File: config.mk
export PLATFORM = sky130hd
export DESIGN_NAME = dmaTop
export DESIGN_NICKNAME = d
export VERILOG_FILES = /design/src/dma_pkg.sv /design/src/dmaStartTrigger.sv /design/src/dmaSequencer.sv /design/src/dmaAddressPath.sv /design/src/dmaBusArbiter.sv /design/src/dmaTop.sv
export VERILOG_INCLUDE_DIRS = /design/src
export SDC_FILE = /design/constraint.sdc
export NUM_CORES = 1
export LEC_CHECK = 0
export ABC_CLOCK_PERIOD_IN_PS = 8300
export BUFFER_PORTS_ARGS = -buffer_cell sky130_fd_sc_hd__clkbuf_2
export CORE_UTILIZATION = 40
export DETAILED_ROUTE_END_ITERATION = 7
export SYNTH_ARGS = -nofsm -noshare
export SYNTH_HDL_FRONTEND = slang
export SYNTH_SLANG_ARGS = --single-unit
File: constraint.sdc
create_clock -name clk -period 8.3 [get_ports clk]
set_input_delay 1.66 -clock clk [delete_from_list [all_inputs] [get_ports clk]]
set_output_delay 1.66 -clock clk [all_outputs]
set_load 0.03 [all_outputs]
File: src/dma_defines.svh
// DMA controller constants
`ifndef DMA_DEFINES_SVH
`define DMA_DEFINES_SVH

// channel count, channel 0 has the highest priority
`define DMA_CHANNELS 4

// display counter values that trigger blank starts
`define HBLANK_LINE 240
`define VBLANK_LINE 160

// video capture window on channel 3
`define CAPTURE_FIRST 2
`define CAPTURE_LAST 162

// fixed capture destination
`define CAPTURE_BASE 32'h0600_0000

`endif

File: src/dma_pkg.sv
// DMA controller types
package dma_pkg;

  // controlHi[13:12]
  typedef enum logic [1:0] {
    IMMEDIATE = 2'b00,
    HBLANK    = 2'b01,
    VBLANK    = 2'b10,
    SPECIAL   = 2'b11
  } startTiming_t;

  // controlHi[8:7] for the source, controlHi[6:5] for the destination
  typedef enum logic [1:0] {
    INC       = 2'b00,
    DEC       = 2'b01,
    FIXED     = 2'b10,
    INCRELOAD = 2'b11
  } addrStep_t;

  typedef enum logic [2:0] {
    OFF,
    IDLE,
    QUEUED,
    READ,
    WRITE,
    PREEMPTEDREAD,
    PREEMPTEDWRITE
  } seqState_t;

  // msb marks a valid size, lsb selects word
  typedef enum logic [1:0] {
    HALF = 2'b10,
    WORD = 2'b11
  } busSize_t;

endpackage

File: src/dmaStartTrigger.sv
// DMA start condition
`timescale 1ns/1ns
`include "dma_defines.svh"

module dmaStartTrigger #(
  parameter int chanId = 0
) (
  input  logic        clk,
  input  logic        rst_b,
  input  logic [15:0] controlHi,
  input  logic [15:0] vcount,
  input  logic [15:0] hcount,
  input  logic        soundReq,
  output logic        start,
  output logic        captureStop
);
  import dma_pkg::*;

  startTiming_t timing;
  logic captureMode;
  logic atLast;
  logic inWindow;
  logic armed;     // capture allowed for the coming frame
  logic lastLineQ; // previous cycle was on the stop line

  assign timing = startTiming_t'(controlHi[13:12]);
  assign captureMode = (chanId == 3) && (timing == SPECIAL);
  assign atLast = (vcount[7:0] == 8'(`CAPTURE_LAST));
  assign inWindow = (vcount[7:0] >= 8'(`CAPTURE_FIRST)) && (vcount[7:0] < 8'(`CAPTURE_LAST));

  // one pulse on entering the stop line
  assign captureStop = captureMode && controlHi[15] && atLast && !lastLineQ;

  always_ff @(posedge clk or negedge rst_b) begin
    if (!rst_b) begin
      armed <= 1'b0;
      lastLineQ <= 1'b0;
    end else begin
      lastLineQ <= atLast;
      if (captureStop) begin
        armed <= 1'b1;
      end else if (!captureMode) begin
        armed <= 1'b0; // leaving capture mode drops the arming
      end
    end
  end

  always_comb begin
    case (timing)
      IMMEDIATE: start = 1'b1;
      HBLANK:    start = (hcount[7:0] == 8'(`HBLANK_LINE));
      VBLANK:    start = (vcount[7:0] == 8'(`VBLANK_LINE));
      default: begin
        if (chanId == 1 || chanId == 2) begin
          start = soundReq; // sound FIFO request
        end else if (chanId == 3) begin
          start = armed && inWindow;
        end else begin
          start = 1'b0;
        end
      end
    endcase
  end

endmodule

File: src/dmaSequencer.sv
// DMA channel sequencer
`timescale 1ns/1ns

module dmaSequencer (
  input  logic        clk,
  input  logic        rst_b,
  input  logic [15:0] controlHi,
  input  logic        start,
  input  logic        memWait,
  input  logic        preempted,
  input  logic        xferDone,
  output logic        loadCnt,
  output logic        loadSad,
  output logic        loadDad,
  output logic        stepSrc,
  output logic        stepDest,
  output logic        storeRData,
  output logic        busy,
  output logic        onBus,
  output logic        writing,
  output logic        irq,
  output logic        disableDma
);
  import dma_pkg::*;

  seqState_t state;
  seqState_t nextState;
  logic enable;
  logic repeatOn;
  logic canRun; // bus free for this channel

  assign enable = controlHi[15];
  assign repeatOn = controlHi[9];
  assign canRun = !preempted && !memWait;

  always_ff @(posedge clk or negedge rst_b) begin
    if (!rst_b) begin
      state <= OFF;
    end else begin
      state <= nextState;
    end
  end

  // bus ownership straight from the state register
  assign onBus = (state == READ) || (state == WRITE);
  assign writing = (state == WRITE);
  assign busy = !(state inside {OFF, IDLE}) || ((state == IDLE) && start);

  always_comb begin
    nextState = state;
    loadCnt = 1'b0;
    loadSad = 1'b0;
    loadDad = 1'b0;
    stepSrc = 1'b0;
    stepDest = 1'b0;
    storeRData = 1'b0;
    irq = 1'b0;
    disableDma = 1'b0;
    case (state)
      OFF: begin
        if (enable) begin
          loadCnt = 1'b1;
          loadSad = 1'b1;
          loadDad = 1'b1;
          nextState = IDLE;
        end
      end
      IDLE: begin
        if (!enable) begin
          nextState = OFF;
        end else if (start) begin
          nextState = canRun ? READ : QUEUED;
        end
      end
      QUEUED, PREEMPTEDREAD: begin
        if (!enable) begin
          nextState = OFF;
        end else if (canRun) begin
          nextState = READ;
        end
      end
      PREEMPTEDWRITE: begin
        if (!enable) begin
          nextState = OFF;
        end else if (canRun) begin
          nextState = WRITE;
        end
      end
      READ: begin
        if (!memWait) begin
          stepSrc = 1'b1;
          storeRData = 1'b1;
          nextState = preempted ? PREEMPTEDWRITE : WRITE;
        end
      end
      WRITE: begin
        if (!memWait) begin
          if (xferDone) begin
            irq = controlHi[14];
            if (repeatOn) begin
              loadCnt = 1'b1;
              nextState = IDLE;
            end else begin
              disableDma = 1'b1; // host clears the enable bit
              nextState = OFF;
            end
          end else if (!enable) begin
            nextState = OFF;
          end else begin
            stepDest = 1'b1;
            nextState = preempted ? PREEMPTEDREAD : READ;
          end
        end
      end
      default: nextState = OFF;
    endcase
  end

endmodule

File: src/dmaAddressPath.sv
// DMA channel address and data path
`timescale 1ns/1ns
`include "dma_defines.svh"

module dmaAddressPath #(
  parameter int chanId = 0
) (
  input  logic        clk,
  input  logic        rst_b,
  input  logic [15:0] controlLo,
  input  logic [15:0] controlHi,
  input  logic [31:0] srcAddr,
  input  logic [31:0] destAddr,
  input  logic [31:0] rdata,
  input  logic        loadCnt,
  input  logic        loadSad,
  input  logic        loadDad,
  input  logic        stepSrc,
  input  logic        stepDest,
  input  logic        storeRData,
  input  logic        writing,
  output logic [31:0] chanAddr,
  output logic [31:0] chanData,
  output logic        xferDone
);
  import dma_pkg::*;

  localparam bit srcGamePak = (chanId != 0);
  localparam bit destGamePak = (chanId == 3);
  localparam bit soundChan = (chanId == 1) || (chanId == 2);
  localparam bit captureChan = (chanId == 3);

  startTiming_t timing;
  addrStep_t srcMode;
  addrStep_t destMode;
  logic [27:0] srcReg;
  logic [27:0] destReg;
  logic [27:0] srcNext;
  logic [27:0] destNext;
  logic [27:0] stepSize;
  logic [31:0] destTarget;
  logic [13:0] wordCnt;
  logic destReload;

  // bit 27 is the game-pak region
  function automatic logic [27:0] cutAddr(input logic [27:0] a, input bit keepPak);
    cutAddr = {keepPak & a[27], a[26:0]};
  endfunction

  function automatic logic [27:0] stepAddr(input logic [27:0] a, input addrStep_t mode,
                                           input logic [27:0] step);
    case (mode)
      DEC:     stepAddr = a - step;
      FIXED:   stepAddr = a;
      default: stepAddr = a + step; // INC and INCRELOAD
    endcase
  endfunction

  always_comb begin
    timing = startTiming_t'(controlHi[13:12]);
    srcMode = addrStep_t'(controlHi[8:7]);
    destMode = addrStep_t'(controlHi[6:5]);
    destTarget = destAddr;
    if (timing == SPECIAL) begin
      if (soundChan) begin
        destMode = FIXED; // sound FIFO port
      end
      if (captureChan) begin
        destTarget = `CAPTURE_BASE;
      end
    end
  end

  assign stepSize = controlHi[10] ? 28'd4 : 28'd2;
  assign destReload = loadCnt && (destMode == INCRELOAD);

  assign srcNext = loadSad ? cutAddr(srcAddr[27:0], srcGamePak)
                           : cutAddr(stepAddr(srcReg, srcMode, stepSize), srcGamePak);
  assign destNext = (loadDad || destReload) ? cutAddr(destTarget[27:0], destGamePak)
                                            : cutAddr(stepAddr(destReg, destMode, stepSize),
                                                      destGamePak);

  always_ff @(posedge clk) begin
    if (loadSad || stepSrc) begin
      srcReg <= srcNext;
    end
    if (loadDad || stepDest || destReload) begin
      destReg <= destNext;
    end
    if (storeRData) begin
      chanData <= rdata; // word held for the write phase
    end
  end

  always_ff @(posedge clk or negedge rst_b) begin
    if (!rst_b) begin
      wordCnt <= '0;
    end else if (loadCnt) begin
      wordCnt <= '0;
    end else if (stepSrc) begin
      wordCnt <= wordCnt + 14'd1; // a zero count wraps at 16384
    end
  end

  assign xferDone = (wordCnt == controlLo[13:0]);
  assign chanAddr = {4'b0, writing ? destReg : srcReg};

endmodule

File: src/dmaBusArbiter.sv
// DMA memory bus arbiter
`timescale 1ns/1ns
`include "dma_defines.svh"

module dmaBusArbiter (
  input  logic [`DMA_CHANNELS-1:0]       busy,
  input  logic [`DMA_CHANNELS-1:0]       onBus,
  input  logic [`DMA_CHANNELS-1:0]       writing,
  input  logic [`DMA_CHANNELS-1:0][31:0] chanAddr,
  input  logic [`DMA_CHANNELS-1:0][31:0] chanData,
  input  logic [`DMA_CHANNELS-1:0]       wordSize,
  input  logic [`DMA_CHANNELS-1:0]       captureStop,
  input  logic [`DMA_CHANNELS-1:0]       seqDisable,
  output logic [`DMA_CHANNELS-1:0]       preempted,
  output logic [31:0]                    addr,
  output logic [31:0]                    wdata,
  output dma_pkg::busSize_t              size,
  output logic                           wen,
  output logic                           active,
  output logic [`DMA_CHANNELS-1:0]       disableDma
);
  import dma_pkg::*;

  // a channel yields to any busy channel of lower index
  always_comb begin : preemptChain
    logic chain;
    chain = 1'b0;
    for (int i = 0; i < `DMA_CHANNELS; i++) begin
      preempted[i] = chain;
      chain = chain | busy[i];
    end
  end

  // the sequencers keep at most one channel on the bus
  always_comb begin
    addr = '0;
    wdata = '0;
    size = HALF;
    wen = 1'b0;
    for (int i = `DMA_CHANNELS - 1; i >= 0; i--) begin
      if (onBus[i]) begin
        addr = chanAddr[i];
        wdata = chanData[i];
        size = wordSize[i] ? WORD : HALF;
        wen = writing[i];
      end
    end
  end

  assign active = |onBus;
  assign disableDma = seqDisable | captureStop; // block end or capture window end

endmodule

File: src/dmaTop.sv
// Four-channel DMA controller
`timescale 1ns/1ns
`include "dma_defines.svh"

module dmaTop (
  input  logic                           clk,
  input  logic                           rst_b,
  input  logic [`DMA_CHANNELS-1:0][15:0] controlLo,
  input  logic [`DMA_CHANNELS-1:0][15:0] controlHi,
  input  logic [`DMA_CHANNELS-1:0][31:0] srcAddr,
  input  logic [`DMA_CHANNELS-1:0][31:0] destAddr,
  input  logic [15:0]                    vcount,
  input  logic [15:0]                    hcount,
  input  logic                           soundReq,
  input  logic                           memWait,
  input  logic [31:0]                    rdata,
  output logic [31:0]                    addr,
  output logic [31:0]                    wdata,
  output dma_pkg::busSize_t              size,
  output logic                           wen,
  output logic                           active,
  output logic [`DMA_CHANNELS-1:0]       irq,
  output logic [`DMA_CHANNELS-1:0]       disableDma
);

  logic [`DMA_CHANNELS-1:0] busy;
  logic [`DMA_CHANNELS-1:0] onBus;
  logic [`DMA_CHANNELS-1:0] writing;
  logic [`DMA_CHANNELS-1:0] preempted;
  logic [`DMA_CHANNELS-1:0] wordSize;
  logic [`DMA_CHANNELS-1:0] captureStop;
  logic [`DMA_CHANNELS-1:0] seqDisable;
  logic [`DMA_CHANNELS-1:0][31:0] chanAddr;
  logic [`DMA_CHANNELS-1:0][31:0] chanData;

  for (genvar i = 0; i < `DMA_CHANNELS; i++) begin : gChan
    logic start;
    logic xferDone;
    logic loadCnt;
    logic loadSad;
    logic loadDad;
    logic stepSrc;
    logic stepDest;
    logic storeRData;

    assign wordSize[i] = controlHi[i][10];

    dmaStartTrigger #(.chanId(i)) startTrigger_i (
      .clk, .rst_b, .controlHi(controlHi[i]), .vcount, .hcount, .soundReq,
      .start, .captureStop(captureStop[i])
    );

    dmaSequencer sequencer_i (
      .clk, .rst_b, .controlHi(controlHi[i]), .start, .memWait,
      .preempted(preempted[i]), .xferDone,
      .loadCnt, .loadSad, .loadDad, .stepSrc, .stepDest, .storeRData,
      .busy(busy[i]), .onBus(onBus[i]), .writing(writing[i]),
      .irq(irq[i]), .disableDma(seqDisable[i])
    );

    dmaAddressPath #(.chanId(i)) addressPath_i (
      .clk, .rst_b, .controlLo(controlLo[i]), .controlHi(controlHi[i]),
      .srcAddr(srcAddr[i]), .destAddr(destAddr[i]), .rdata,
      .loadCnt, .loadSad, .loadDad, .stepSrc, .stepDest, .storeRData,
      .writing(writing[i]), .chanAddr(chanAddr[i]), .chanData(chanData[i]), .xferDone
    );
  end

  dmaBusArbiter busArbiter_i (
    .busy, .onBus, .writing, .chanAddr, .chanData, .wordSize, .captureStop, .seqDisable,
    .preempted, .addr, .wdata, .size, .wen, .active, .disableDma
  );

endmodule

# --- Word level (Yosys, flattened, before mapping) ---
# Index checks and enable logic that the tools add are counted.
word_totals:
  ff_bits: 418
  input_bits: 452
  wordCells: 409
classes:
  n_addsub: 20
  n_lt_le_gt_ge: 2
  eq_ne: 93
  mux: 191
  n_bitwise: 3
  reduce_logical: 78
ops:
  columns: ["cell", "n"]
  rows:
  - ["2-to-1 mux 28 bit", 9]
  - ["2-to-1 mux 32 bit", 7]
  - ["case mux 28 bit (2 select lines)", 4]
  - ["case mux 27 bit (2 select lines)", 4]
  - ["2-to-1 mux 3 bit", 49]
  - ["2-to-1 mux 27 bit", 5]
  - ["adder 28 bit", 4]
  - ["2-to-1 mux 14 bit", 8]
  - ["subtractor 28 bit", 4]
  - ["2-to-1 mux 1 bit", 83]
  - ["adder 27 bit", 3]
  - ["subtractor 27 bit", 3]
  - ["case mux 3 bit (6 select lines)", 4]
  - ["adder 14 x 1 -> 14 bit, second input constant", 4]
  - ["equality test 14 bit", 4]
  - ["equality test 2 bit, second input constant", 19]
  - ["equality test 3 bit, second input constant", 12]
  - ["!= test 3 x 2 -> 1 bit, second input constant", 10]
  - ["adder 27 x 3 -> 27 bit", 1]
  - ["subtractor 27 x 3 -> 27 bit", 1]
  - ["equality test 2 x 1 -> 1 bit, second input constant", 12]
  - ["equality test 3 x 2 -> 1 bit, second input constant", 8]
  - ["equality test 8 bit, second input constant", 3]
  - ["logical OR 1 bit", 23]
  - ["other kinds (21)", 103]

# --- Longest topological paths before layout ---
logic_depth:
  depth_word: 12
  ltp_mapped: 14

# --- Modules after synthesis ---
# Synthesis repeated with hierarchy kept, for this count alone.
hier_totals:
  hier_cells: 3644
  area_unflattened_um2: 32772.7
modules_own_cells:
  columns: ["mod", "instances", "cells_each", "area_each_um2", "seq_area_each_um2"]
  rows:
  - ["dmaAddressPath (gChan[1].addressPath_i ...)", 2, 734, 7069.3, 2962.8]
  - ["dmaAddressPath (gChan[3].addressPath_i)", 1, 869, 7717.4, 2992.9]
  - ["dmaAddressPath (gChan[0].addressPath_i)", 1, 788, 7150.6, 2932.8]
  - ["dmaBusArbiter", 1, 253, 1611.5, 0.0]
  - ["dmaSequencer (gChan[1].sequencer_i ...)", 3, 54, 449.2, 75.1]
  - ["dmaSequencer (gChan[0].sequencer_i)", 1, 52, 426.7, 75.1]
  - ["dmaStartTrigger (gChan[3].startTrigger_i)", 1, 21, 178.9, 50.0]
  - ["dmaStartTrigger (gChan[1].startTrigger_i ...)", 2, 11, 70.1, 0.0]
  - ["dmaStartTrigger (gChan[0].startTrigger_i)", 1, 9, 61.3, 0.0]

# --- Worst setup path before layout ---
# OpenSTA, ideal clock, no wires.
synth_path:
  path_type: "input port to flip-flop"
  startpoint: "in controlHi[5] in the netlist's numbering"
  endpoint: "reg gChan[0].addressPath_i.destReg[24], data pin"
  arrival_ns: 5.088
  t_required_ns: 8.035
  setup_slack_ns: 2.946
  path_stages: 13
  path_buffers: 0
  cell_sequence: "nor2b_1 -> and2_1 -> ha_1 -> nor2b_1 -> o311a_1 -> a211oi_2 -> o21a_1 -> o31a_2 -> o32ai_1 -> or4_1 -> a31oi_1 -> xor2_1 -> o21ai_1"
synth_between:
  elab_chain_cells: 4
synth_rtl:
  columns: ["element", "line_no", "source"]
  rows:
  - ["start: declaration", "dmaTop.sv:9", "input logic [`DMA_CHANNELS-1:0][15:0] controlHi,"]
  - ["parallel branches: the longest is 3 deep, another holds case mux 27 bit (2 select lines)", null, null]
  - ["2-to-1 mux 27 bit *", "dmaAddressPath.sv:79", "assign destNext = (loadDad || destReload) ? cutAddr(destTarget[27:0], destGamePak)"]
  - ["net gChan[0].addressPath_i.destNext[24]", "dmaAddressPath.sv:39", "logic [27:0] destNext;"]
  - ["end signal: assignment", "dmaAddressPath.sv:88", "destReg <= destNext;"]
  - ["end: declaration", "dmaAddressPath.sv:37", "logic [27:0] destReg;"]
# Mark *: on every way through the listed nets, which the timed path passes.
# A chain may end at the register's enable or synchronous reset.

# --- Worst setup path after layout ---
layout_path:
  startpoint: "in controlLo[49] in the netlist's numbering"
  endpoint: "out disableDma[3]"
layout_between:
  elab_chain_cells: 5
layout_rtl:
  columns: ["element", "line_no", "source"]
  rows:
  - ["start: declaration", "dmaTop.sv:8", "input logic [`DMA_CHANNELS-1:0][15:0] controlLo,"]
  - ["equality test 14 bit", "dmaAddressPath.sv:105", "assign xferDone = (wordCnt == controlLo[13:0]);"]
  - ["2-to-1 mux 1 bit", "dmaSequencer.sv:98", "if (xferDone) begin"]
  - ["2-to-1 mux 1 bit", "dmaSequencer.sv:97", "if (!memWait) begin"]
  - ["2-to-1 mux 1 bit", "dmaSequencer.sv:59", "case (state)"]
  - ["OR 4 bit", "dmaBusArbiter.sv:51", "assign disableDma = seqDisable | captureStop;"]
  - ["end: declaration", "dmaTop.sv:23", "output logic [`DMA_CHANNELS-1:0] disableDma"]
# Every way passes these cells.

==> impl_metrics.prom <==
# TYPE chip_impl_metric gauge
chip_impl_info{name="timing.critical_path.from_type",value="primary input"} 1
chip_impl_metric{name="p_seq_share",unit="%"} 28.5
chip_impl_metric{name="cts.reportedPaths.clkPinSlew",unit="ps"} 60
chip_impl_metric{name="wire_length_of_the_first_global_routing_pass",unit="um"} 145000
chip_impl_metric{name="initial_core_utilization",unit="%"} 40.6
chip_impl_metric{name="synth-xor-area-share",unit="%"} 8.63
chip_impl_metric{name="global_route.usage.met3",unit="%"} 4.23
chip_impl_info{name="clock_tree.root_cell",value="sky130_fd_sc_hd__clkbuf_16"} 1
chip_impl_info{name="tritoncts",value="yes"} 1
chip_impl_metric{name="timing.critical_path.slowest_cell_delay",unit="ps"} 710
chip_impl_metric{name="finalCriticalPeriod",unit="ps"} 5910
chip_impl_metric{name="design.final.nets",unit=""} 4261
chip_impl_metric{name="drtAntennaViolNets",unit=""} 0
chip_impl_metric{name="clkSinkCount",unit=""} 418
chip_impl_info{name="hp-start",value="gChan[3].addressPath_i.wordCnt[13]"} 1
chip_impl_metric{name="max-slew-margin-rel",unit="%"} 34.6
chip_impl_info{name="outcome",value="finished, violations left"} 1
chip_impl_info{name="endpoint_with_the_worst_hold_slack",value="gChan[3].addressPath_i.wordCnt[13]"} 1
chip_impl_metric{name="place_congestion",unit=""} 0.961
chip_impl_metric{name="timing.critical_path.buf_inv",unit=""} 3
chip_impl_metric{name="grt_util_met1",unit="%"} 34.9
chip_impl_metric{name="power.share.combinational",unit="%"} 54.3
chip_impl_metric{name="slew_violations",unit=""} 0
chip_impl_metric{name="post-dp-hpwl",unit="um"} 74200
chip_impl_metric{name="layout.area.seq",unit="mm2"} 0.0122
chip_impl_metric{name="postSynthCellCount",unit=""} 3195
chip_impl_metric{name="intPower",unit="W"} 0.00683
chip_impl_metric{name="cts_setup_buffers",unit=""} 0
chip_impl_info{name="critPathSlowestCell",value="sky130_fd_sc_hd__nor3_1"} 1
chip_impl_metric{name="layout_setup_ws",unit="ps"} 2390
chip_impl_metric{name="layout.cells.non_filler",unit=""} 4598
chip_impl_metric{name="routed-via-count",unit=""} 26100
chip_impl_metric{name="io-pin-count",unit=""} 528
chip_impl_metric{name="cts_hold_buffers",unit=""} 0
chip_impl_info{name="most_repeated_library_cell_on_the_critical_path",value="sky130_fd_sc_hd__clkbuf_2"} 1
chip_impl_metric{name="critPathRequiredTime",unit="ps"} 6640
chip_impl_metric{name="drc",unit=""} 50
chip_impl_metric{name="post_synth_num_cell_types",unit=""} 91
chip_impl_metric{name="yosys.area_share.simple",unit="%"} 16.2
chip_impl_metric{name="swShare",unit="%"} 46.6
chip_impl_info{name="timing.critical_path.to_type",value="output port"} 1
chip_impl_info{name="grt_most_used_layer",value="met2"} 1
chip_impl_metric{name="drive_gt1_share",unit="%"} 17.1
chip_impl_metric{name="syn-mean-instance-area",unit="um2"} 9.30
chip_impl_metric{name="crit_fanout",unit=""} 6
chip_impl_metric{name="drt_pre_antenna_iters",unit=""} 8
chip_impl_metric{name="area_growth",unit="%"} 16.6
chip_impl_metric{name="worst-endpoint-arrival",unit="ps"} 4250
chip_impl_metric{name="synth-async-reset-ratio",unit="%"} 16.7
chip_impl_metric{name="fp.dieW",unit="um"} 275
chip_impl_metric{name="netlist_area",unit="mm2"} 0.0297
chip_impl_metric{name="die_y",unit="um"} 275
chip_impl_metric{name="worst_ir_drop_vdd",unit="uV"} 208
chip_impl_metric{name="initial_antenna_violation_count",unit=""} 10
chip_impl_metric{name="grt_use_total",unit="%"} 25.3
chip_impl_metric{name="ctsResizeCount",unit=""} 0
chip_impl_metric{name="finalClockSkew",unit="ps"} 62.6
chip_impl_metric{name="r2r_setup_slack",unit="ps"} 4010
chip_impl_metric{name="synth_compound_area_share",unit="%"} 21.7
chip_impl_metric{name="synth_enable_flop_cells",unit=""} 348
chip_impl_metric{name="worst-slew-pin-transition",unit="ps"} 981
chip_impl_metric{name="met2_capacity_usage_during_global_routing",unit="%"} 40.9
chip_impl_metric{name="fp-row-count",unit=""} 99
chip_impl_metric{name="clkPwrFrac",unit="%"} 17.2
chip_impl_metric{name="die_area",unit="mm2"} 0.0754
chip_impl_metric{name="overflow",unit=""} 0
chip_impl_metric{name="synth-seq-cells",unit=""} 418
chip_impl_metric{name="synth_mux_area_share",unit="%"} 0.434
chip_impl_metric{name="total_leakage_power",unit="nW"} 14.6
chip_impl_metric{name="via_count_of_the_first_global_routing_pass",unit=""} 24300
chip_impl_metric{name="pin_count_of_the_biggest_net_entering_global_routing",unit=""} 81
chip_impl_metric{name="synth.yosys.seq_area_share",unit="%"} 41.1
chip_impl_metric{name="clock_path_buffers",unit=""} 3
chip_impl_info{name="cp_cell_sequence",value="clkbuf_2 > xor2_1 > nor4_1 > nand3_1 > nor3_1 > inv_1 > o21ai_0 > clkbuf_2"} 1
chip_impl_info{name="commonest_non_fill_non_tap_cells_in_the_layout",value="sky130_fd_sc_hd__clkbuf_2 (437), sky130_fd_sc_hd__nand2_1 (366), sky130_fd_sc_hd__edfxtp_1 (348), sky130_fd_sc_hd__o21ai_0 (292), sky130_fd_sc_hd__a21oi_1 (264)"} 1
chip_impl_info{name="r2r_start",value="gChan[3].addressPath_i.wordCnt[1]"} 1
chip_impl_metric{name="max_freq",unit="MHz"} 169
chip_impl_metric{name="timing.reg2reg.worst_path_depth",unit=""} 9
chip_impl_info{name="violations_in_the_final_reports",value="design-rule violations"} 1
chip_impl_metric{name="core-area",unit="mm2"} 0.0732
chip_impl_info{name="grt_setup_unrepaired",value="no"} 1
chip_impl_metric{name="pre_cts_ws",unit="ps"} 2470
chip_impl_metric{name="cts_inserted_buffers",unit=""} 50
chip_impl_info{name="worstReg2RegEnd",value="gChan[3].addressPath_i.destReg[12]"} 1
chip_impl_metric{name="finalCoreUtilization",unit="%"} 47.3
chip_impl_metric{name="finalHoldViolations",unit=""} 0
chip_impl_info{name="final_common_cell",value="sky130_fd_sc_hd__clkbuf_2"} 1
chip_impl_metric{name="fin_tns_setup",unit="ps"} 0
chip_impl_metric{name="final-setup-viol-count",unit=""} 0
chip_impl_metric{name="wl_per_cell",unit="um"} 21.4
chip_impl_info{name="hold_class",value="reg2reg"} 1
chip_impl_metric{name="cap_violations",unit=""} 0
chip_impl_info{name="crit_type",value="in2out"} 1
chip_impl_info{name="synth_ff_type",value="sky130_fd_sc_hd__edfxtp_1"} 1
chip_impl_metric{name="finalHoldWorstSlack",unit="ps"} 571
chip_impl_info{name="combinational_family_with_the_most_area_after_synthesis",value="compound AO/OA/AOI/OAI gates"} 1
chip_impl_metric{name="min_delay_path_depth",unit=""} 2
chip_impl_metric{name="detail_route.vias_per_cell",unit=""} 5.68
chip_impl_metric{name="placed_cells_incl_taps",unit=""} 4500
chip_impl_metric{name="net_load_switching_power",unit="W"} 0.00595
chip_impl_metric{name="ys_warns",unit=""} 0
chip_impl_metric{name="cts.htree.levels",unit=""} 2
chip_impl_metric{name="power_density",unit="mW/mm2"} 369
chip_impl_metric{name="multi_input_gate_area",unit="mm2"} 0.0168
chip_impl_metric{name="layout_worst_path_cycle_share",unit="%"} 71.3
chip_impl_metric{name="synth_adder_area_share",unit="%"} 9.09
chip_impl_metric{name="fillers",unit=""} 7149
chip_impl_metric{name="input_output_buffers",unit=""} 438
chip_impl_metric{name="routed_wire_length",unit="um"} 98400
chip_impl_metric{name="worst_skew_pair.late_latency",unit="ps"} 650
chip_impl_info{name="crit_family",value="simple AND/OR/NAND/NOR gates"} 1
chip_impl_metric{name="drt_iter0_drc",unit=""} 2159
-- worst max path at each step --
stage                                             start                                 end  slack [ps]  cells after the start
after floorplan                            controlHi[5]  gChan[0].addressPath_i.destReg[24]        2950                     13
after global placement                    controlLo[48]                       disableDma[3]        2440                      9
after detailed placement                  controlLo[49]                       disableDma[3]        2470                      8
after CTS                                 controlLo[49]                       disableDma[3]        2470                      8
after global routing      gChan[2].sequencer_i.state[2]                           wdata[22]        2300                      9
final                                     controlLo[49]                       disableDma[3]        2390                      8
-- kinds of logic (layout without fill, tap and decap cells) --
| family | after synthesis | in the layout |
|---|---|---|
| flops | 418 | 418 |
| fa+ha+maj | 216 | 216 |
| other cells | 2 | 10 |
| compound gates | 1004 | 1004 |
| buf+inv | 208 | 644 |
| mux | 12 | 12 |
| xor+xnor | 293 | 293 |
| simple gates | 1042 | 1042 |
-- per-stage QoR --
step           area (um2)  power [W]
2_1_floorplan       29700    0.00833
3_3_place_gp        33000     0.0105
3_5_place_dp        33000     0.0106
4_1_cts             34600     0.0128
5_1_grt             34600     0.0136
6_report            34700     0.0128
-- Yosys cell counts, types with 6 or more instances --
master                       n  area [um2]
sky130_fd_sc_hd__a21o_1     92         691
sky130_fd_sc_hd__or3_1      17         106
sky130_fd_sc_hd__clkbuf_1  113         424
sky130_fd_sc_hd__a21oi_1   265        1330
sky130_fd_sc_hd__and3_1     24         150
sky130_fd_sc_hd__or2_2       7        43.8
sky130_fd_sc_hd__o211ai_1   10        75.1
sky130_fd_sc_hd__a31oi_1    25         156
sky130_fd_sc_hd__nand2b_1   44         275
sky130_fd_sc_hd__nor3_1     77         385
sky130_fd_sc_hd__o21ai_1    26         130
sky130_fd_sc_hd__nor2b_1    34         213
sky130_fd_sc_hd__mux2_2      7        78.8
sky130_fd_sc_hd__and4_1      6        52.6
sky130_fd_sc_hd__o21a_1     20         150
sky130_fd_sc_hd__o21ai_0   292        1460
sky130_fd_sc_hd__nand4_1    32         200
sky130_fd_sc_hd__inv_1      69         259
sky130_fd_sc_hd__nor2_1    258         968
sky130_fd_sc_hd__nor4_1     16         100
sky130_fd_sc_hd__buf_4      12        90.1
sky130_fd_sc_hd__edfxtp_1  348       10500
sky130_fd_sc_hd__a221o_1    89         891
sky130_fd_sc_hd__xnor2_1   123        1080
sky130_fd_sc_hd__o21bai_1   23         173
sky130_fd_sc_hd__ha_1      216        2700
sky130_fd_sc_hd__xor2_1    170        1490
sky130_fd_sc_hd__a211oi_1   17         128
sky130_fd_sc_hd__o22ai_1    36         225
sky130_fd_sc_hd__dfrtp_1    70        1750
sky130_fd_sc_hd__nand3_1    95         475
sky130_fd_sc_hd__nand2_1   368        1380
sky130_fd_sc_hd__buf_1      10        37.5
sky130_fd_sc_hd__and2_1     32         200
sky130_fd_sc_hd__o31ai_1    18         135
sky130_fd_sc_hd__or4_1       6        45.0
-- flip-flops by register name, indices dropped and copies added, names as in the netlist --
| register | count |
|---|---|
| gChan.addressPath_i.srcReg | 111 |
| gChan.addressPath_i.wordCnt | 56 |
| gChan.sequencer_i.state | 12 |
| gChan.addressPath_i.destReg | 109 |
| gChan.startTrigger_i.armed | 1 |
| gChan.addressPath_i.chanData | 128 |
| gChan.startTrigger_i.lastLineQ | 1 |
-- final cells by class --
| type | instances | area share (%) |
|---|---|---|
| timing repair buffer | 481 | 7.26 |
| tap | 959 | 3.46 |
| multi-input combinational | 2572 | 48.6 |
| clock buffer | 66 | 3.81 |
| sequential | 418 | 35.2 |
| antenna | 5 | 0.0361 |
| inverter | 70 | 0.758 |
| clock inverter | 27 | 0.852 |
-- power by group through the flow --
stage / Combinational (W) / Clock, W / Sequential, W
final: 0.00695 / 0.00220 / 0.00364
after global routing: 0.00757 / 0.00231 / 0.00370
after CTS: 0.00693 / 0.00224 / 0.00364
after detailed placement: 0.00690 / 0 / 0.00368
after global placement: 0.00685 / 0 / 0.00367
after floorplan: 0.00490 / 0 / 0.00343
-- metal layers --
metal	wire length, um	up-vias
met3	6640	135
met1	43700	12400
met5	69	-
met4	2600	10
met2	45300	859
li1	-	12700
-- worst register-to-register path, cell delays in order, from the launching register on --
cell and delay (ps):
sky130_fd_sc_hd__dfrtp_1 440, sky130_fd_sc_hd__xor2_1 160, sky130_fd_sc_hd__nor4_1 380, sky130_fd_sc_hd__nand3_1 480, sky130_fd_sc_hd__nor3_1 720, sky130_fd_sc_hd__inv_1 210
sky130_fd_sc_hd__o21ai_4 560, sky130_fd_sc_hd__buf_4 460, sky130_fd_sc_hd__a41o_1 150, sky130_fd_sc_hd__buf_4 370
Power figures use the tool's default switching activity.
